$ cat src/design/npu_pkg.sv
`default_nettype none

package npu_pkg;

    typedef logic [31:0] npu_word_t;
    typedef logic [31:0] npu_addr_t;

    // Operands entering row r (a) and column r (b) of the array
    typedef struct packed {
        npu_word_t a;
        npu_word_t b;
    } npu_lane_t;

    typedef struct packed {
        npu_addr_t addr;
        npu_word_t data;
    } npu_xfer_t;

    // Memory layout is A, then B, then C, each mat_dim squared words long
    function automatic npu_addr_t a_base_word(input int mat_dim);
        return '0;
    endfunction

    function automatic npu_addr_t b_base_word(input int mat_dim);
        return npu_addr_t'(mat_dim * mat_dim);
    endfunction

    function automatic npu_addr_t c_base_word(input int mat_dim);
        return npu_addr_t'(2 * mat_dim * mat_dim);
    endfunction

    function automatic npu_addr_t byte_addr(input npu_addr_t word_idx);
        return word_idx << 2;
    endfunction

endpackage

`default_nettype wire

$ cat src/design/npu_operand_feeder.sv
`timescale 1ns/1ps
`default_nettype none

module npu_operand_feeder #(
    parameter int mat_dim = 3
) (
    input  logic                             clk,
    input  logic                             rst,
    input  logic                             en,
    output npu_pkg::npu_addr_t [mat_dim-1:0] rd_a_idx,
    output npu_pkg::npu_addr_t [mat_dim-1:0] rd_b_idx,
    input  npu_pkg::npu_word_t [mat_dim-1:0] rd_a_word,
    input  npu_pkg::npu_word_t [mat_dim-1:0] rd_b_word,
    output npu_pkg::npu_lane_t [mat_dim-1:0] lanes,
    output logic                             clear,
    output logic                             capture
);

    import npu_pkg::*;

    // The last cell finishes at step 3*mat_dim-3, capture waits two more steps
    localparam int last_step = 3 * mat_dim - 1;
    localparam int step_w    = $clog2(3 * mat_dim);

    logic              en_q;
    logic              start;
    logic              busy;
    logic [step_w-1:0] step;

    assign start   = en && !en_q;
    assign clear   = start;
    assign capture = busy && en && (step == step_w'(last_step));

    always_ff @(posedge clk) begin
        if (rst) begin
            en_q <= 1'b0;
            busy <= 1'b0;
            step <= '0;
        end else begin
            en_q <= en;
            if (start) begin
                busy <= 1'b1;
                step <= '0;
            end else if (!en || capture) begin
                // Either the run finished or the CPU dropped en and aborted it
                busy <= 1'b0;
            end else if (busy) begin
                step <= step + 1'b1;
            end
        end
    end

    // Lane r is skewed by r steps, so it carries k = step - r
    always_comb begin
        int  k;
        int  kk;
        logic live;
        for (int r = 0; r < mat_dim; r++) begin
            k    = int'(step) - r;
            live = busy && (k >= 0) && (k < mat_dim);
            // Keep the read index in range while the lane is idle
            kk   = live ? k : 0;
            rd_a_idx[r] = a_base_word(mat_dim) + npu_addr_t'(r * mat_dim + kk);
            rd_b_idx[r] = b_base_word(mat_dim) + npu_addr_t'(kk * mat_dim + r);
            lanes[r].a  = live ? rd_a_word[r] : '0;
            lanes[r].b  = live ? rd_b_word[r] : '0;
        end
    end

    // A capture belongs to a run whose start was seen 3*mat_dim cycles ago
    a_capture_in_run: assert property (
        @(posedge clk) disable iff (rst)
        capture |-> en && $past(start, 3 * mat_dim)
    );

endmodule

`default_nettype wire

$ cat config.mk
export PLATFORM = sky130hd
export DESIGN_NAME = npu_operand_feeder
export DESIGN_NICKNAME = d
export VERILOG_FILES = /design/src/design/npu_pkg.sv /design/src/design/npu_operand_feeder.sv
export SDC_FILE = /design/constraint.sdc
export NUM_CORES = 1
export LEC_CHECK = 0
export BUFFER_PORTS_ARGS = -buffer_cell sky130_fd_sc_hd__buf_2
export CORE_AREA = 4 4 226 228
export DETAILED_ROUTE_END_ITERATION = 7
export DIE_AREA = 0 0 230 232
export HOLD_SLACK_MARGIN = 0.15
export SLEW_MARGIN = 20
export SYNTH_ARGS = -nofsm -noshare
export SYNTH_HDL_FRONTEND = slang
export SYNTH_SLANG_ARGS = --single-unit
export TNS_END_PERCENT = 30
$ cat constraint.sdc
create_clock -name clk -period 4.3 [get_ports clk]
set_input_delay 0.215 -clock clk [delete_from_list [all_inputs] [get_ports clk]]
set_output_delay 0.215 -clock clk [all_outputs]
set_load 0.02 [all_outputs]
# Word-level counts from Yosys, hierarchy flattened
# Index checks and enable logic that the tools add are counted.
[op_classes]
addsub = 10
n_mul = 3
n_div = 0
order_cmp = 6
eq_ne = 1
n_shift = 0
mux = 11
bitwise = 1
n_reduce_logical = 15
[op_table]
columns = ["op", "count"]
rows = [
  ["2-to-1 mux 32 bit", 8],
  ["adder 4 x 32 -> 32 bit, first input constant", 3],
  ["multiplier 32 x 3 -> 32 bit, second input constant", 2],
  ["adder 3 x 32 -> 32 bit, first input constant", 1],
  ["adder 32 x 2 -> 32 bit, second input constant", 1],
  ["adder 32 x 3 -> 32 bit, second input constant", 1],
  [">= comparator 5 x 1 -> 1 bit, second input constant", 2],
  ["< comparator 5 x 3 -> 1 bit, second input constant", 2],
  ["logical AND 1 bit", 9],
  ["adder 4 x 6 -> 7 bit, first input constant", 1],
  ["multiplier 4 x 2 -> 6 bit, second input constant", 1],
  ["subtractor 4 x 1 -> 5 bit, second input constant", 1],
  ["subtractor 4 x 2 -> 5 bit, second input constant", 1],
  ["adder 4 x 1 -> 4 bit, second input constant", 1],
  ["equality test 4 bit, second input constant", 1],
  [">= comparator 4 x 1 -> 1 bit, second input constant", 1],
  ["< comparator 4 x 2 -> 1 bit, second input constant", 1],
  ["2-to-1 mux 4 bit", 1],
  ["logical NOT 1 bit", 2],
  ["2-to-1 mux 1 bit", 2],
  ["AND reduction 2 bit", 1],
  ["nonzero test 2 bit", 1],
  ["OR reduction 2 bit", 1],
  ["logical OR 1 bit", 1],
  ["NOT 1 bit", 1],
]
[totals]
regBits = 6
latchBits = 0
ram_bits = 0
mem_bits_ro = 0
inputBits = 195
output_inout_bits = 386
mem_count = 0

# Longest topological paths before layout
[logic_depth]
depth_word = 8
depth_mapped = 17

# Least setup slack after synthesis
# Ideal clock, no wire load.
[synth_timing]
path_type = "flip-flop to output port"
start = "register step[1]"
end = "output rd_b_idx[68] (netlist name)"
t_arrival_ps = 3541
required_ps = 4085
slack_ps = 544
stages_incl_launch_ff = 15
path_cell_list = "dfxtp_1 > inv_1 > ha_1 > or2_1 > o21ai_2 > nand3_1 > a21oi_2 > clkbuf_1 > nand2_1 > ha_1 > ha_1 > ha_1 > nand2_1 > o31ai_2 > xor2_1"
[synth_lines]
columns = ["element", "line_no", "source"]
rows = [
  ["start, declared", "npu_operand_feeder.sv:28", "logic [step_w-1:0] step;"],
  ["start signal, assigned", "npu_operand_feeder.sv:48", "step <= step + 1'b1;"],
  ["end, declared", "npu_operand_feeder.sv:11", "output npu_pkg::npu_addr_t [mat_dim-1:0] rd_b_idx,"],
]

==> impl_metrics.env <==
export IMPL_outcome="completed"
export IMPL_synth_fa_ha_area_frac=0.2097
export IMPL_hold_path_depth=2
export IMPL_area_delta_synth_final_pct=62.10
export IMPL_synthTopCellsByCount="and2_1 (192), buf_4 (124), ha_1 (57), inv_1 (51), nand2_1 (14)"
export IMPL_cts_resized=0
export IMPL_maxSlewHeadroom=0.6339
export IMPL_fin_ws_ps=756.0
export IMPL_power_frac_comb=0.689
export IMPL_final_period_utilization=0.8242
export IMPL_crit_chain="inv_1 -> ha_1 -> or2_1 -> o21ai_2 -> nand3_1 -> a21oi_4 -> nand2_1 -> ha_1 -> ha_1 -> ha_1 -> nand2_1 -> o31ai_2 -> xor2_1 -> buf_2"
export IMPL_min_to="busy$_SDFFE_PP0P_"
export IMPL_powerDensity_nw_per_um2=107.9
export IMPL_synth_xor_area_share=0.02258
export IMPL_pre_cts_ws_ps=967.5
export IMPL_critPathKind="reg2out"
export IMPL_die_w_um=230
export IMPL_crit_fanout=9
export IMPL_htreeDepth=1
export IMPL_grt_pass1_wl_um=28570
export IMPL_finish_utilization=0.1287
export IMPL_fin_nets=1190
export IMPL_reg2reg_slack_ps=2230
export IMPL_crit_family="adder cells"
export IMPL_async_flop_share=0
export IMPL_cts_buffers=3
export IMPL_crit_path_end_kind="output port"
export IMPL_p_sw_frac=0.5246
export IMPL_synthMostInstantiatedCell="and2_1"
export IMPL_drc_errors=0
export IMPL_hp_class="in2reg"
export IMPL_p_switching_uw=356.0
export IMPL_crit_required_ps=4090
export IMPL_cp_num_buf_inv=2
export IMPL_p_clk_frac=0.224
export IMPL_cts_num_sinks=6
export IMPL_tightest_slew_ps=549.2
export IMPL_cts_root_buf="clkbuf_16"
export IMPL_cts_tree="done"
export IMPL_post_cts_setup_buffers=0
export IMPL_synth_mux_area_frac=0.005161
export IMPL_setup_tns_final_ps=0
export IMPL_grt_antenna_before_repair=23
export IMPL_drtAntennaViolNets=0
export IMPL_gp_congestion=0.7967
export IMPL_cpPeakStageDelay_ps=330
export IMPL_cpMaxStageDelayCell="ha_1"
export IMPL_yosys_warnings=0
export IMPL_wl_per_cell_um=14.08
export IMPL_rsz0062_at_grt="false"
export IMPL_r2r_cells=7
export IMPL_rows=81
export IMPL_ioPinCount=581
export IMPL_synth_edf_count=0
export IMPL_final_hold_violation_count=0
export IMPL_arrival_ps=3330
export IMPL_grt_total_usage=0.07435
export IMPL_io_buffers=414
export IMPL_ys_top_cells_by_area="and2_1 (31%), buf_4 (24%), ha_1 (18%)"
export IMPL_die_h_um=232
export IMPL_fmax_mhz=282.2
export IMPL_coreArea_um2=48850
export IMPL_synth_compound_area_frac=0.03645
export IMPL_crit_path_start_kind="flop"
export IMPL_leakagePower_uw=0.004074
export IMPL_first_pass_iters=4
export IMPL_finClkSkew_ps=3.766
export IMPL_vias=4520
export IMPL_wl_um=22450
export IMPL_r2r_start="step[0]$_SDFFE_PP0P_"
export IMPL_min_from="rst"
export IMPL_dpl_hpwl_um=21020
export IMPL_grt_remaining_overflow=0
export IMPL_ir_worst_vdd_uv=82.83
export IMPL_yosys_area_top_type="and2_1"
export IMPL_start_util=0.07940
export IMPL_maxCapViolations=0
export IMPL_ys_seq_area_frac=0.03097
export IMPL_die_area_um2=53360
export IMPL_synth_top_family_by_area="simple AND/OR/NAND/NOR gates"
export IMPL_multi_input_area_um2=2968
export IMPL_vias_per_cell=2.834
export IMPL_cts_hold_buffers=0
export IMPL_fillerInstances=5750
export IMPL_setup_violations=0
export IMPL_yosys_area_top_type_share=0.3097
export IMPL_report_final_slew_viol_count=0
export IMPL_ys_types=38
export IMPL_synthSimpleGateAreaFrac=0.3684
export IMPL_r2r_end="step[3]$_SDFFE_PP0P_"
export IMPL_drtIter0Drc=182
export IMPL_drive_gt1_frac=0.4619
export IMPL_critPathMostFrequentCell="ha_1"
export IMPL_synthCells=532
export IMPL_final_min_clock_period_ps=3544
export IMPL_ys_ff_latch=6
export IMPL_synthFlopType="dfxtp_1"
export IMPL_antennaDiodeCount=0
export IMPL_clkTransAtPathRegs_ps=40
export IMPL_cts_buffer_depth=2
export IMPL_syn_avg_cell_area_um2=7.291
export IMPL_seqPwrFrac=0.088
export IMPL_grt_pass1_vias=4040
export IMPL_seqCellArea_um2=120.1
export IMPL_insertion_delay_ps=230
export IMPL_intPower_uw=322.6
export IMPL_synth_cell_area_um2=3879
export IMPL_grt_max_degree=66
final cells by class:
cell class,instances,area share
Inverter,51,0.03045
Timing Repair Buffer,418,0.3343
Tap cell,664,0.1321
Clock buffer,3,0.01194
Sequential cell,6,0.01910
Multi-Input combinational cell,453,0.4720
metrics by stage:
step	instances	total power, µW	hold slack, ps	instance area (µm²)
after floorplan	655	461.3	284.1	4340
after global placement	1592	511.4	403.9	6212
after detailed placement	1592	512.1	417.0	6212
after CTS	1595	668.3	174.1	6287
after global routing	1595	730.3	185.4	6287
final	1595	678.5	171.6	6287
kinds of logic (layout without fill, tap and decap cells):
kind of cell | after synthesis | in the layout
xor gates and xnor gates | 10 | 10
other | 2 | 125
adders and majority gates | 62 | 62
muxes | 2 | 2
buffers and inverters | 196 | 472
DFF | 6 | 6
AOI/OAI and AO/OA | 18 | 18
and+or+nand+nor | 236 | 236
placed cells by master, fill, tap and decap left out, types with 2 or more instances in the layout:
cell       instances
a21o_1             5
a21oi_1            6
and2_1           192
buf_2            414
buf_4              4
clkbuf_16          3
conb_1           125
dfxtp_1            6
fa_1               5
ha_1              57
inv_1             51
mux2i_1            2
nand2_1           14
nand2b_1           2
nand3_1            2
nor2_1            12
nor2_4             2
nor2b_1            2
nor3_1             2
xnor2_1            5
xor2_1             5
power by group through the flow:
stage,combinational (µW),clock (µW),sequential (µW)
after global placement,451,0,60.2
after CTS,453,156,59.5
after detailed placement,452,0,60.3
after global routing,512,158,59.8
after floorplan,402,0,59.0
final,467,152,59.5
worst max path at each step:
stage,startpoint,endpoint,slack (ps),cells after the start
after floorplan,step[1]$_SDFFE_PP0P_,rd_b_idx[68],540,14
after global placement,step[1]$_SDFFE_PP0P_,rd_b_idx[68],1030,14
after detailed placement,step[1]$_SDFFE_PP0P_,rd_b_idx[68],970,14
after CTS,step[1]$_SDFFE_PP0P_,rd_b_idx[68],720,14
after global routing,step[1]$_SDFFE_PP0P_,rd_b_idx[68],450,14
final,step[1]$_SDFFE_PP0P_,rd_b_idx[68],760,14
sequential cells by signal, summed over array words and instances, names as in the netlist:
name and cells:
step 4, busy 1, en_q 1
routing by layer:
layer	share of wire	up-vias	GRT usage	wire length (µm)
li1	-	2157	-	-
met1	0.33	1923	0.07978	7492
met2	0.48	384	0.1302	10730
met3	0.17	44	0.04760	3917
met4	0.010	12	0.003403	229
met5	0.0037	-	0	82
Note: power is estimated with default switching activity, not from simulation.
