===== src/design/npu_pkg.sv =====
`default_nettype none

package npu_pkg;

    typedef logic [31:0] npu_word_t;
    typedef logic [31:0] npu_addr_t;

    // Operands entering row r (a) and column r (b) of the array
    typedef struct packed {
        npu_word_t a;
        npu_word_t b;
    } npu_lane_t;

    typedef struct packed {
        npu_addr_t addr;
        npu_word_t data;
    } npu_xfer_t;

    // Memory layout is A, then B, then C, each mat_dim squared words long
    function automatic npu_addr_t a_base_word(input int mat_dim);
        return '0;
    endfunction

    function automatic npu_addr_t b_base_word(input int mat_dim);
        return npu_addr_t'(mat_dim * mat_dim);
    endfunction

    function automatic npu_addr_t c_base_word(input int mat_dim);
        return npu_addr_t'(2 * mat_dim * mat_dim);
    endfunction

    function automatic npu_addr_t byte_addr(input npu_addr_t word_idx);
        return word_idx << 2;
    endfunction

endpackage

`default_nettype wire


===== src/design/npu_result_drain.sv =====
`timescale 1ns/1ps
`default_nettype none

module npu_result_drain #(
    parameter int mat_dim = 3
) (
    input  logic               clk,
    input  logic               rst,
    input  logic               capture,
    output npu_pkg::npu_addr_t c_word_idx,
    input  npu_pkg::npu_word_t c_word,
    output logic               pass_we,
    output logic               ack,
    output npu_pkg::npu_xfer_t xfer
);

    import npu_pkg::*;

    localparam int mat_words = mat_dim * mat_dim;
    localparam int cnt_w     = $clog2(mat_words + 1);

    logic             busy;
    logic [cnt_w-1:0] cnt;
    logic             last;
    logic             fetch;

    // cnt is the next C word to send and sits at zero while idle
    assign c_word_idx = c_base_word(mat_dim) + npu_addr_t'(cnt);
    assign last       = (cnt == cnt_w'(mat_words));
    assign fetch      = busy ? !last : capture;

    always_ff @(posedge clk) begin
        if (rst) begin
            busy    <= 1'b0;
            cnt     <= '0;
            pass_we <= 1'b0;
            ack     <= 1'b0;
            xfer    <= '0;
        end else begin
            pass_we <= fetch;
            ack     <= busy && last;
            if (fetch) begin
                busy      <= 1'b1;
                cnt       <= cnt + 1'b1;
                xfer.addr <= byte_addr(c_word_idx);
                xfer.data <= c_word;
            end else begin
                // Bus returns to zero between bursts
                busy <= 1'b0;
                cnt  <= '0;
                xfer <= '0;
            end
        end
    end

    // ack closes a burst of exactly mat_words transfers and never overlaps one
    a_ack_closes_burst: assert property (
        @(posedge clk) disable iff (rst)
        ack |-> !pass_we && $past(pass_we) && $past(pass_we, mat_words)
            && !$past(pass_we, mat_words + 1)
    );

    // The feeder needs at least 3*mat_dim cycles per run, so a second
    // capture cannot land inside a burst unless the run timing broke
    a_no_capture_in_burst: assert property (
        @(posedge clk) disable iff (rst)
        busy |-> !capture
    );

endmodule

`default_nettype wire


===== config.mk =====
export PLATFORM = sky130hd
export DESIGN_NAME = npu_result_drain
export DESIGN_NICKNAME = d
export VERILOG_FILES = /design/src/design/npu_pkg.sv /design/src/design/npu_result_drain.sv
export SDC_FILE = /design/constraint.sdc
export NUM_CORES = 1
export LEC_CHECK = 0
export BUFFER_PORTS_ARGS = -buffer_cell sky130_fd_sc_hd__buf_2
export CELL_PAD_IN_SITES_DETAIL_PLACEMENT = 2
export CELL_PAD_IN_SITES_GLOBAL_PLACEMENT = 2
export CORE_ASPECT_RATIO = 1.5
export CORE_MARGIN = 2
export CORE_UTILIZATION = 25
export CTS_CLUSTER_DIAMETER = 200
export DETAILED_ROUTE_END_ITERATION = 12
export GPL_TIMING_DRIVEN = 0
export PLACE_DENSITY = 0.81
export SYNTH_ARGS = -nofsm -noshare
export SYNTH_HDL_FRONTEND = slang
export SYNTH_SLANG_ARGS = --single-unit
export TNS_END_PERCENT = 10

===== constraint.sdc =====
create_clock -name clk -period 3.5 [get_ports clk]
set_input_delay 0 -clock clk [delete_from_list [all_inputs] [get_ports clk]]
set_output_delay 0 -clock clk [all_outputs]
set_load 0.1 [all_outputs]

-- After elaboration in Yosys (flattened, before gate mapping)
Cells that the tools add are included.
- add/sub/neg operators: 2
- equal/unequal tests: 1
- muxes and demuxes: 2
- bitwise logic cells: 1
- reduce and logical (&&, ||, !) cells: 3
- operator list (kind ; number):
    adder 5 x 4 -> 6 bit (first input constant) ; 1
    adder 4 x 1 -> 4 bit (second input constant) ; 1
    equality test 4 bit (second input constant) ; 1
    2-to-1 mux 1 bit ; 2
    OR reduction 2 bit ; 1
    logical AND 1 bit ; 1
    zero test 1 bit ; 1
    NOT 1 bit ; 1
- register bits: 71
- bits of input ports: 35
- output and inout bits: 98
- word-level logic and storage cells: 16

-- Longest topological paths before layout
Gate-level depths: netlist of the first run.
- depth after elaboration: 5
- depth in mapped cells: 6
- gate-level depth less buffers: 4

-- Worst setup path before layout of the first run
Ideal clock, no wire load.
- kind: reg-to-reg
- start: reg cnt[1]
- end: reg xfer[0] in the netlist's numbering
- library setup time: 0.124 ns
- arrival time: 1.746 ns
- data required time: 3.376 ns
- slack: 1.630 ns
- cell stages (with the launch flop): 7
- buffers on the path: 2
- clock period less this slack: 1.870 ns
- cell sequence: dfxtp_1 inv_1 ha_1 and4b_1 buf_6 buf_6 nor3b_2
- word-level cells in the longest chain between the ends: 5
- RTL lines (item ; RTL line ; text):
    start: declaration ; npu_result_drain.sv:23 ; logic [cnt_w-1:0] cnt;
    start signal: assignment ; npu_result_drain.sv:44 ; cnt <= cnt + 1'b1;
    equality test 4 bit ; npu_result_drain.sv:29 ; assign last = (cnt == cnt_w'(mat_words));
    zero test 1 bit ; npu_result_drain.sv:30 ; assign fetch = busy ? !last : capture;
    2-to-1 mux 1 bit ; npu_result_drain.sv:30 ;
    NOT 1 bit (no source line) ; - ;
    OR reduction 2 bit (no source line) ; - ;
    end: declaration ; npu_result_drain.sv:14 ; output npu_pkg::npu_xfer_t xfer
No other way between the ends.
A chain may end at the register's enable or synchronous reset.

-- Final worst setup path of the first run
- start: reg cnt[1]
- end: out c_word_idx[3]
- word-level cells in the longest chain between the ends: 1
- RTL lines (item ; RTL line ; text):
    adder 5 x 4 -> 6 bit ; npu_result_drain.sv:28 ; assign c_word_idx = c_base_word(mat_dim) + npu_addr_t'(cnt);
    end: declaration ; npu_result_drain.sv:10 ; output npu_pkg::npu_addr_t c_word_idx,
No other way between the ends.

==> results.cfg, run 1 <==
[timing]
rsz0062_at_grt = false
final.period_utilization = 0.468
hold_violations = 0
period_minus_slack_ns = 1.64
setup_violations = 0
setup_tns_ns = 0
slew_violations = 0
fmax_ghz = 0.611
skew_ns = 0.00233

[min_path]
hold_path.class = input port to flop

[synthesis]
synth_common_cells = 53 x buf_4, 44 x dfxtp_1, 35 x nor3b_2, 5 x buf_6
synth_cells = 162
synthesis.area_sq_um = 1980
synth-seq-cells = 44
synth_top_area_share = 0.446
ys_warn_count = 0
synth-edff-count = 0
synth.distinct_cells = 19
yosysMostFrequentCell = buf_4
synthArstFlopShare = 0
yosysSeqAreaShare = 0.446
synth_area_per_cell_sq_um = 12.2
synthFlopType = dfxtp_1
synthTopCellsByArea = dfxtp_1 45%, nor3b_2 22%, buf_4 20%
yosysTopAreaCell = dfxtp_1

[grt]
antenna_found_initial = 0
grt_util_all_layers = 0.141
grt_max_degree = 14
grt_pass1_vias = 1818
grt_first_pass_wirelength_mm = 9.56
overflow = 0

[floorplan]
row_count = 39
start_util = 0.258
coreArea_sq_um = 7660
die_width_um = 76.6
io_pins = 133
die-area_sq_um = 8640
fp.dieH_um = 113

[critical_path]
r2r_end = xfer[6]
crit_top_cell = ha_1
arrival_ns = 1.64
reg2reg_slack_ns = 1.96
path_buf_inv = 1
path_class = flop to output pin
timing.rr.start = cnt[1]
end_kind = output pin
reg2reg_depth = 6
start_kind = flop
cpMaxStageDelayCell = buf_2
cp_top_family = adder cells
cpPeakStageDelay_ns = 0.43
critical_path.endpoint = c_word_idx[3]
cp_max_fo = 5
cp_num_cells = 3
startpoint = cnt[1]
worstPathRequired_ns = 3.50
crit_chain = ha_1 -> ha_1 -> buf_2

[final_layout]
drive_above_1_share = 0.571
area_delta_synth_final_pct = 61.1
num-fill-cells = 863
layout.cells.non_filler = 436
finish.net_count = 371

[clocking]
htreeDepth = 2
path_clk_slew_ns = 0.06
clock_latency_ns = 0.28
cts_inserted_buffers = 5
ctsRootBufferMaster = clkbuf_16
cts_buffer_depth = 2
cts_tree = built
cts_setup_buffers = 0
cts_resized = 0
clock_sinks = 44

[power]
p_per_area_nw_per_um2 = 523
leakagePower_nw = 1.65
irDropWorstVdd_mv = 0.229

[outcome]
status = finished clean

[drt]
vias = 1596
remaining_drc_errors = 0
wl_per_cell_um = 14.0
drt_iter0_drc = 18
first_pass_iters = 4
via_per_inst = 3.66
totalWireLength_mm = 6.11
ant_nets = 0

[placement]
portBuffers = 80
routabilityCongestion = 0.642
dp_cells = 395
hpwl_mm = 4.16

[flow_run]
drv_cap = 0
[state kept, by name, summed over array words and instances (netlist names)]
| signal | count |
|---|---|
| ack | 1 |
| xfer | 38 |
| cnt | 4 |
| pass_we | 1 |
[routing by layer]
metal | up-vias | part of all wire | GRT usage
met2 | 93 | 0.57 | 0.278
met4 | 0 | 0.0079 | 0.0412
met5 | - | 0 | 0
met3 | 4 | 0.071 | 0.0415
li1 | 763 | - | -
met1 | 736 | 0.35 | 0.142
[worst min-delay path by stage]
stage | from | end | slack (ns) | depth (start not counted)
finish | c_word[6] | xfer[6] | 0.03 | 2
global route | c_word[6] | xfer[6] | 0.03 | 2
CTS | c_word[6] | xfer[6] | 0.02 | 2
detailed placement | rst | ack | 0.19 | 2
global placement | rst | ack | 0.17 | 2
floorplan | rst | ack | 0.07 | 1
[cells by family (layout without fill, tap and decap cells)]
logic type,after synthesis,count (layout),synth area share
buf+inv,63,183,0.242
flops,44,44,0.446
fa+ha+maj,4,4,0.0253
simple gates,46,46,0.266
other cells,1,53,0.00190
compound gates,3,3,0.0146
xor+xnor,1,1,0.00443
[what timing repair did]
action / 4_1_cts / 5_1_grt
hold buffers: 32 / 0
endpoints found under the hold margin: 32 / 0
setup endpoints to repair: 0 / 0
[layout make-up]
class	instances	area (sq um)	share of cell area
repair buffers	112	721	0.227
well taps	102	128	0.0401
diodes	1	2.50	0.000786
plain buffers	62	474	0.149
inverters	1	3.75	0.00118
flip-flops and latches	44	881	0.277
clock inverters	2	35.0	0.0110
multi-input cells	106	808	0.254
clock buffers	6	129	0.0405
[report_power, final]
part | switching (mW) | total [mW] | internal [mW]
Combinational | 0.492 | 0.610 | 0.118
Sequential | 0.0107 | 0.537 | 0.526
Clock | 0.182 | 0.517 | 0.335
Total | 0.684 | 1.66 | 0.980
[placed cells by master (no fill, tap or decap)]
cell type      Yosys  layout
buf_2              4      84
buf_4             53      53
conb_1             1      52
dfxtp_1           44      44
nor3b_2           35      35
dlygate4sd3_1      0      32
buf_6              5       5
clkbuf_16          0       5
nor3_2             4       4
ha_1               4       4
nor3b_1            2       2
diode_2            0       1
inv_1              1       1
nand3_1            1       1
and4b_1            1       1
o21bai_2           1       1
xnor2_1            1       1
nor2_1             1       1
nor2b_1            1       1
a21bo_2            1       1
nand3b_1           1       1
a211oi_1           1       1
clkinv_2           0       1
bufinv_16          0       1
clkbuf_1           0       1
[metrics by stage]
stage	hold slack, ns	util	setup WS [ns]	power [mW]	area (sq um)
2_1_floorplan	0.0716	-	1.63	1.07	2170
3_3_place_gp	0.168	0.352	2.08	1.12	2700
3_5_place_dp	0.193	0.352	1.98	1.12	2700
4_1_cts	0.0205	0.415	1.84	1.67	3180
5_1_grt	0.0270	0.415	1.80	1.72	3180
6_report	0.0304	0.415	1.86	1.66	3180
Note: power is estimated with default switching activity, not from simulation.
==> inputs of run 2 (changes only) <==
--- a/config.mk
+++ b/config.mk
@@ -5,16 +5,17 @@
 export SDC_FILE = /design/constraint.sdc
 export NUM_CORES = 1
 export LEC_CHECK = 0
+export ABC_AREA = 1
 export BUFFER_PORTS_ARGS = -buffer_cell sky130_fd_sc_hd__buf_2
 export CELL_PAD_IN_SITES_DETAIL_PLACEMENT = 2
 export CELL_PAD_IN_SITES_GLOBAL_PLACEMENT = 2
 export CORE_ASPECT_RATIO = 1.5
 export CORE_MARGIN = 2
-export CORE_UTILIZATION = 25
+export CORE_UTILIZATION = 18
 export CTS_CLUSTER_DIAMETER = 200
 export DETAILED_ROUTE_END_ITERATION = 12
 export GPL_TIMING_DRIVEN = 0
-export PLACE_DENSITY = 0.81
+export PLACE_DENSITY = 0.73
 export SYNTH_ARGS = -nofsm -noshare
 export SYNTH_HDL_FRONTEND = slang
 export SYNTH_SLANG_ARGS = --single-unit
==> constraint.sdc (replaced) <==
create_clock -name clk -period 1.4 [get_ports clk]
set_input_delay 0 -clock clk [delete_from_list [all_inputs] [get_ports clk]]
set_output_delay 0 -clock clk [all_outputs]
set_load 0.1 [all_outputs]
==> run 2 against run 1 <==
  * Largest power group unchanged
  * Global-route usage decreased by 4.4 points
  * Non-clock buffer count decreased by 3
  * Register-to-register slack got worse by 1.8 ns
  * Critical endpoint unchanged
  * Setup slack got worse by 1.8 ns
  * Cell area decreased by 3.5%
  * Total power increased to 2.5 times the previous value
  * Clock-buffer cell count unchanged
  * First-iteration DRC count decreased by 78%
  * Utilization decreased by 9.7 points
  * Routed wire length decreased by 18%
  * Final cell count increased by 13%
==> results.cfg, run 2 <==
[outcome]
status = finished clean

[critical_path]
start_kind = flop
path_class = flop to output pin
cp_top_family = adder cells
cp_max_fo = 5
cpMaxStageDelayCell = dfxtp_4
path_buf_inv = 1
worstPathRequired_ns = 1.40
crit_chain = ha_2 -> ha_4 -> buf_12
reg2reg_slack_ns = 0.15
cpPeakStageDelay_ns = 0.37
arrival_ns = 1.33
end_kind = output pin

[synthesis]
synth_cells = 204
synthesis.area_sq_um = 1770
yosysTopAreaCell = dfxtp_1
synth_area_per_cell_sq_um = 8.66
synth_top_area_share = 0.499
synthTopCellsByArea = dfxtp_1 50%, buf_4 23%, nor2_1 9.3%
synth-seq-cells = 44
synth-edff-count = 0
synth.distinct_cells = 12
ys_warn_count = 0
synthArstFlopShare = 0
synth_common_cells = 53 x buf_4, 44 x dfxtp_1, 44 x nor2_1, 42 x inv_1, 6 x nand2_1
yosysSeqAreaShare = 0.499
yosysMostFrequentCell = buf_4
synthFlopType = dfxtp_1

[placement]
hpwl_mm = 3.65
portBuffers = 80
dp_cells = 450
routabilityCongestion = 0.662
place_area_sq_um = 2530

[final_layout]
diodes = 0
fin_util = 0.319
regMostFlops = xfer
finish.net_count = 415
layout_commonest_cell = buf_2
area_delta_synth_final_pct = 73.8
reg.largest.list = xfer: 38 flops, cnt: 4 flops
layout.cells.non_filler = 492
largest_register_ffs = 38
final_cell_area_sq_um = 3070
drive_above_1_share = 0.416
mostFrequentLayoutCells = 76 x buf_2, 56 x buf_4, 52 x conb_1

[timing]
fmax_ghz = 0.753
slew_violations = 0
hold_violations = 0
period_minus_slack_ns = 1.33
skew_ns = 0.00753
hold_slack_ns = 0.206
rsz0062_at_grt = false
final.period_utilization = 0.949
setup_violations = 0

[power]
p_seq_frac = 0.322
p_int_mw = 2.44
switching_power_mw = 1.72
pwr-share-comb = 0.362
leakagePower_nw = 1.77
p_sw_frac = 0.414
pwr-share-clk = 0.316
irDropWorstVdd_mv = 0.806
finalPower_mw = 4.16
p_per_area_nw_per_um2 = 1360

[grt]
grt_pass1_vias = 1786
grt_first_pass_wirelength_mm = 8.16
overflow = 0
grt_util_all_layers = 0.0977
antenna_found_initial = 0
grt_max_degree = 14

[floorplan]
die_width_um = 84.9
start_util = 0.183
row_count = 44
die-area_sq_um = 10600
fp.dieH_um = 125
coreArea_sq_um = 9630
io_pins = 133

[clocking]
htreeDepth = 2
cts_inserted_buffers = 5
cts_buffer_depth = 2
path_clk_slew_ns = 0.07
clock_sinks = 44
ctsRootBufferMaster = clkbuf_16
cts_tree = built
clock_latency_ns = 0.29

[drt]
via_per_inst = 3.34
first_pass_iters = 2
ant_nets = 0
wl_per_cell_um = 10.2
remaining_drc_errors = 0
totalWireLength_mm = 5.04
drt_iter0_drc = 4
vias = 1642

[flow_run]
drv_cap = 0

[min_path]
hold_path.class = input port to flop
run 2: logic make-up (layout without fill, tap and decap cells):
| family | count (synthesis) | after routing | synth area share |
|---|---|---|---|
| XOR/XNOR | 1 | 1 | 0.00496 |
| adder cells (fa/ha/maj) | 4 | 4 | 0.0283 |
| buffers and inverters | 99 | 221 | 0.340 |
| flip-flops | 44 | 44 | 0.499 |
| other | 1 | 52 | 0.00212 |
| AND/OR/NAND/NOR | 55 | 55 | 0.126 |
run 2: per-layer routing:
layer / wire (um) / vias to the layer above / GRT usage
met5: 0 / - / 0
met4: 95 / 0 / 0.0392
met3: 508 / 6 / 0.0370
met2: 2850 / 85 / 0.193
met1: 1590 / 741 / 0.0855
li1: - / 810 / -
run 2: power by group through the flow:
| stage | Combinational [mW] | Sequential, mW | Clock, mW |
|---|---|---|---|
| after global placement | 1.41 | 1.36 | 0 |
| after global routing | 1.56 | 1.35 | 1.42 |
| after CTS | 1.50 | 1.34 | 1.37 |
| after detailed placement | 1.42 | 1.37 | 0 |
| after floorplan | 0.862 | 1.79 | 0 |
| final | 1.51 | 1.34 | 1.32 |
run 2: what timing repair did:
action | 4_1_cts | 5_1_grt
setup endpoints to repair | 4 | 41
hold buffers | 33 | 0
buffers inserted | 0 | 1
resized for setup | 10 | 2
hold endpoints to repair | 33 | 0
run 2: final cells by class:
type	instances	area (sq um)
inverters	42	161
repair buffers	114	764
well taps	115	144
flip-flops and latches	44	887
plain buffers	57	443
clock buffers	6	129
multi-input cells	112	507
fillers	1118	6560
clock inverters	2	35.0
run 2: worst paths after layout:
check	startpoint	to	depth (start not counted)
hold reg to reg	cnt[1]	xfer[35]	1
setup / recovery	cnt[1]	c_word_idx[3]	3
setup reg to reg	cnt[1]	xfer[37]	8
hold / removal	capture	xfer[11]	5
run 2: stage by stage:
| step | setup TNS (ns) | setup slack (ns) |
|---|---|---|
| floorplan | -10.85 | -0.269 |
| global placement | 0 | 0.0578 |
| detailed placement | 0 | 0.0328 |
| CTS | 0 | 0.0310 |
| global route | 0 | 0.00475 |
| finish | 0 | 0.0716 |
run 2: tightest hold or removal path: stages:
cell and delay (ns):
buf_2 0.10, nor2_1 0.10, nor2_1 0.07, nand2_4 0.13
nor2_1 0.05
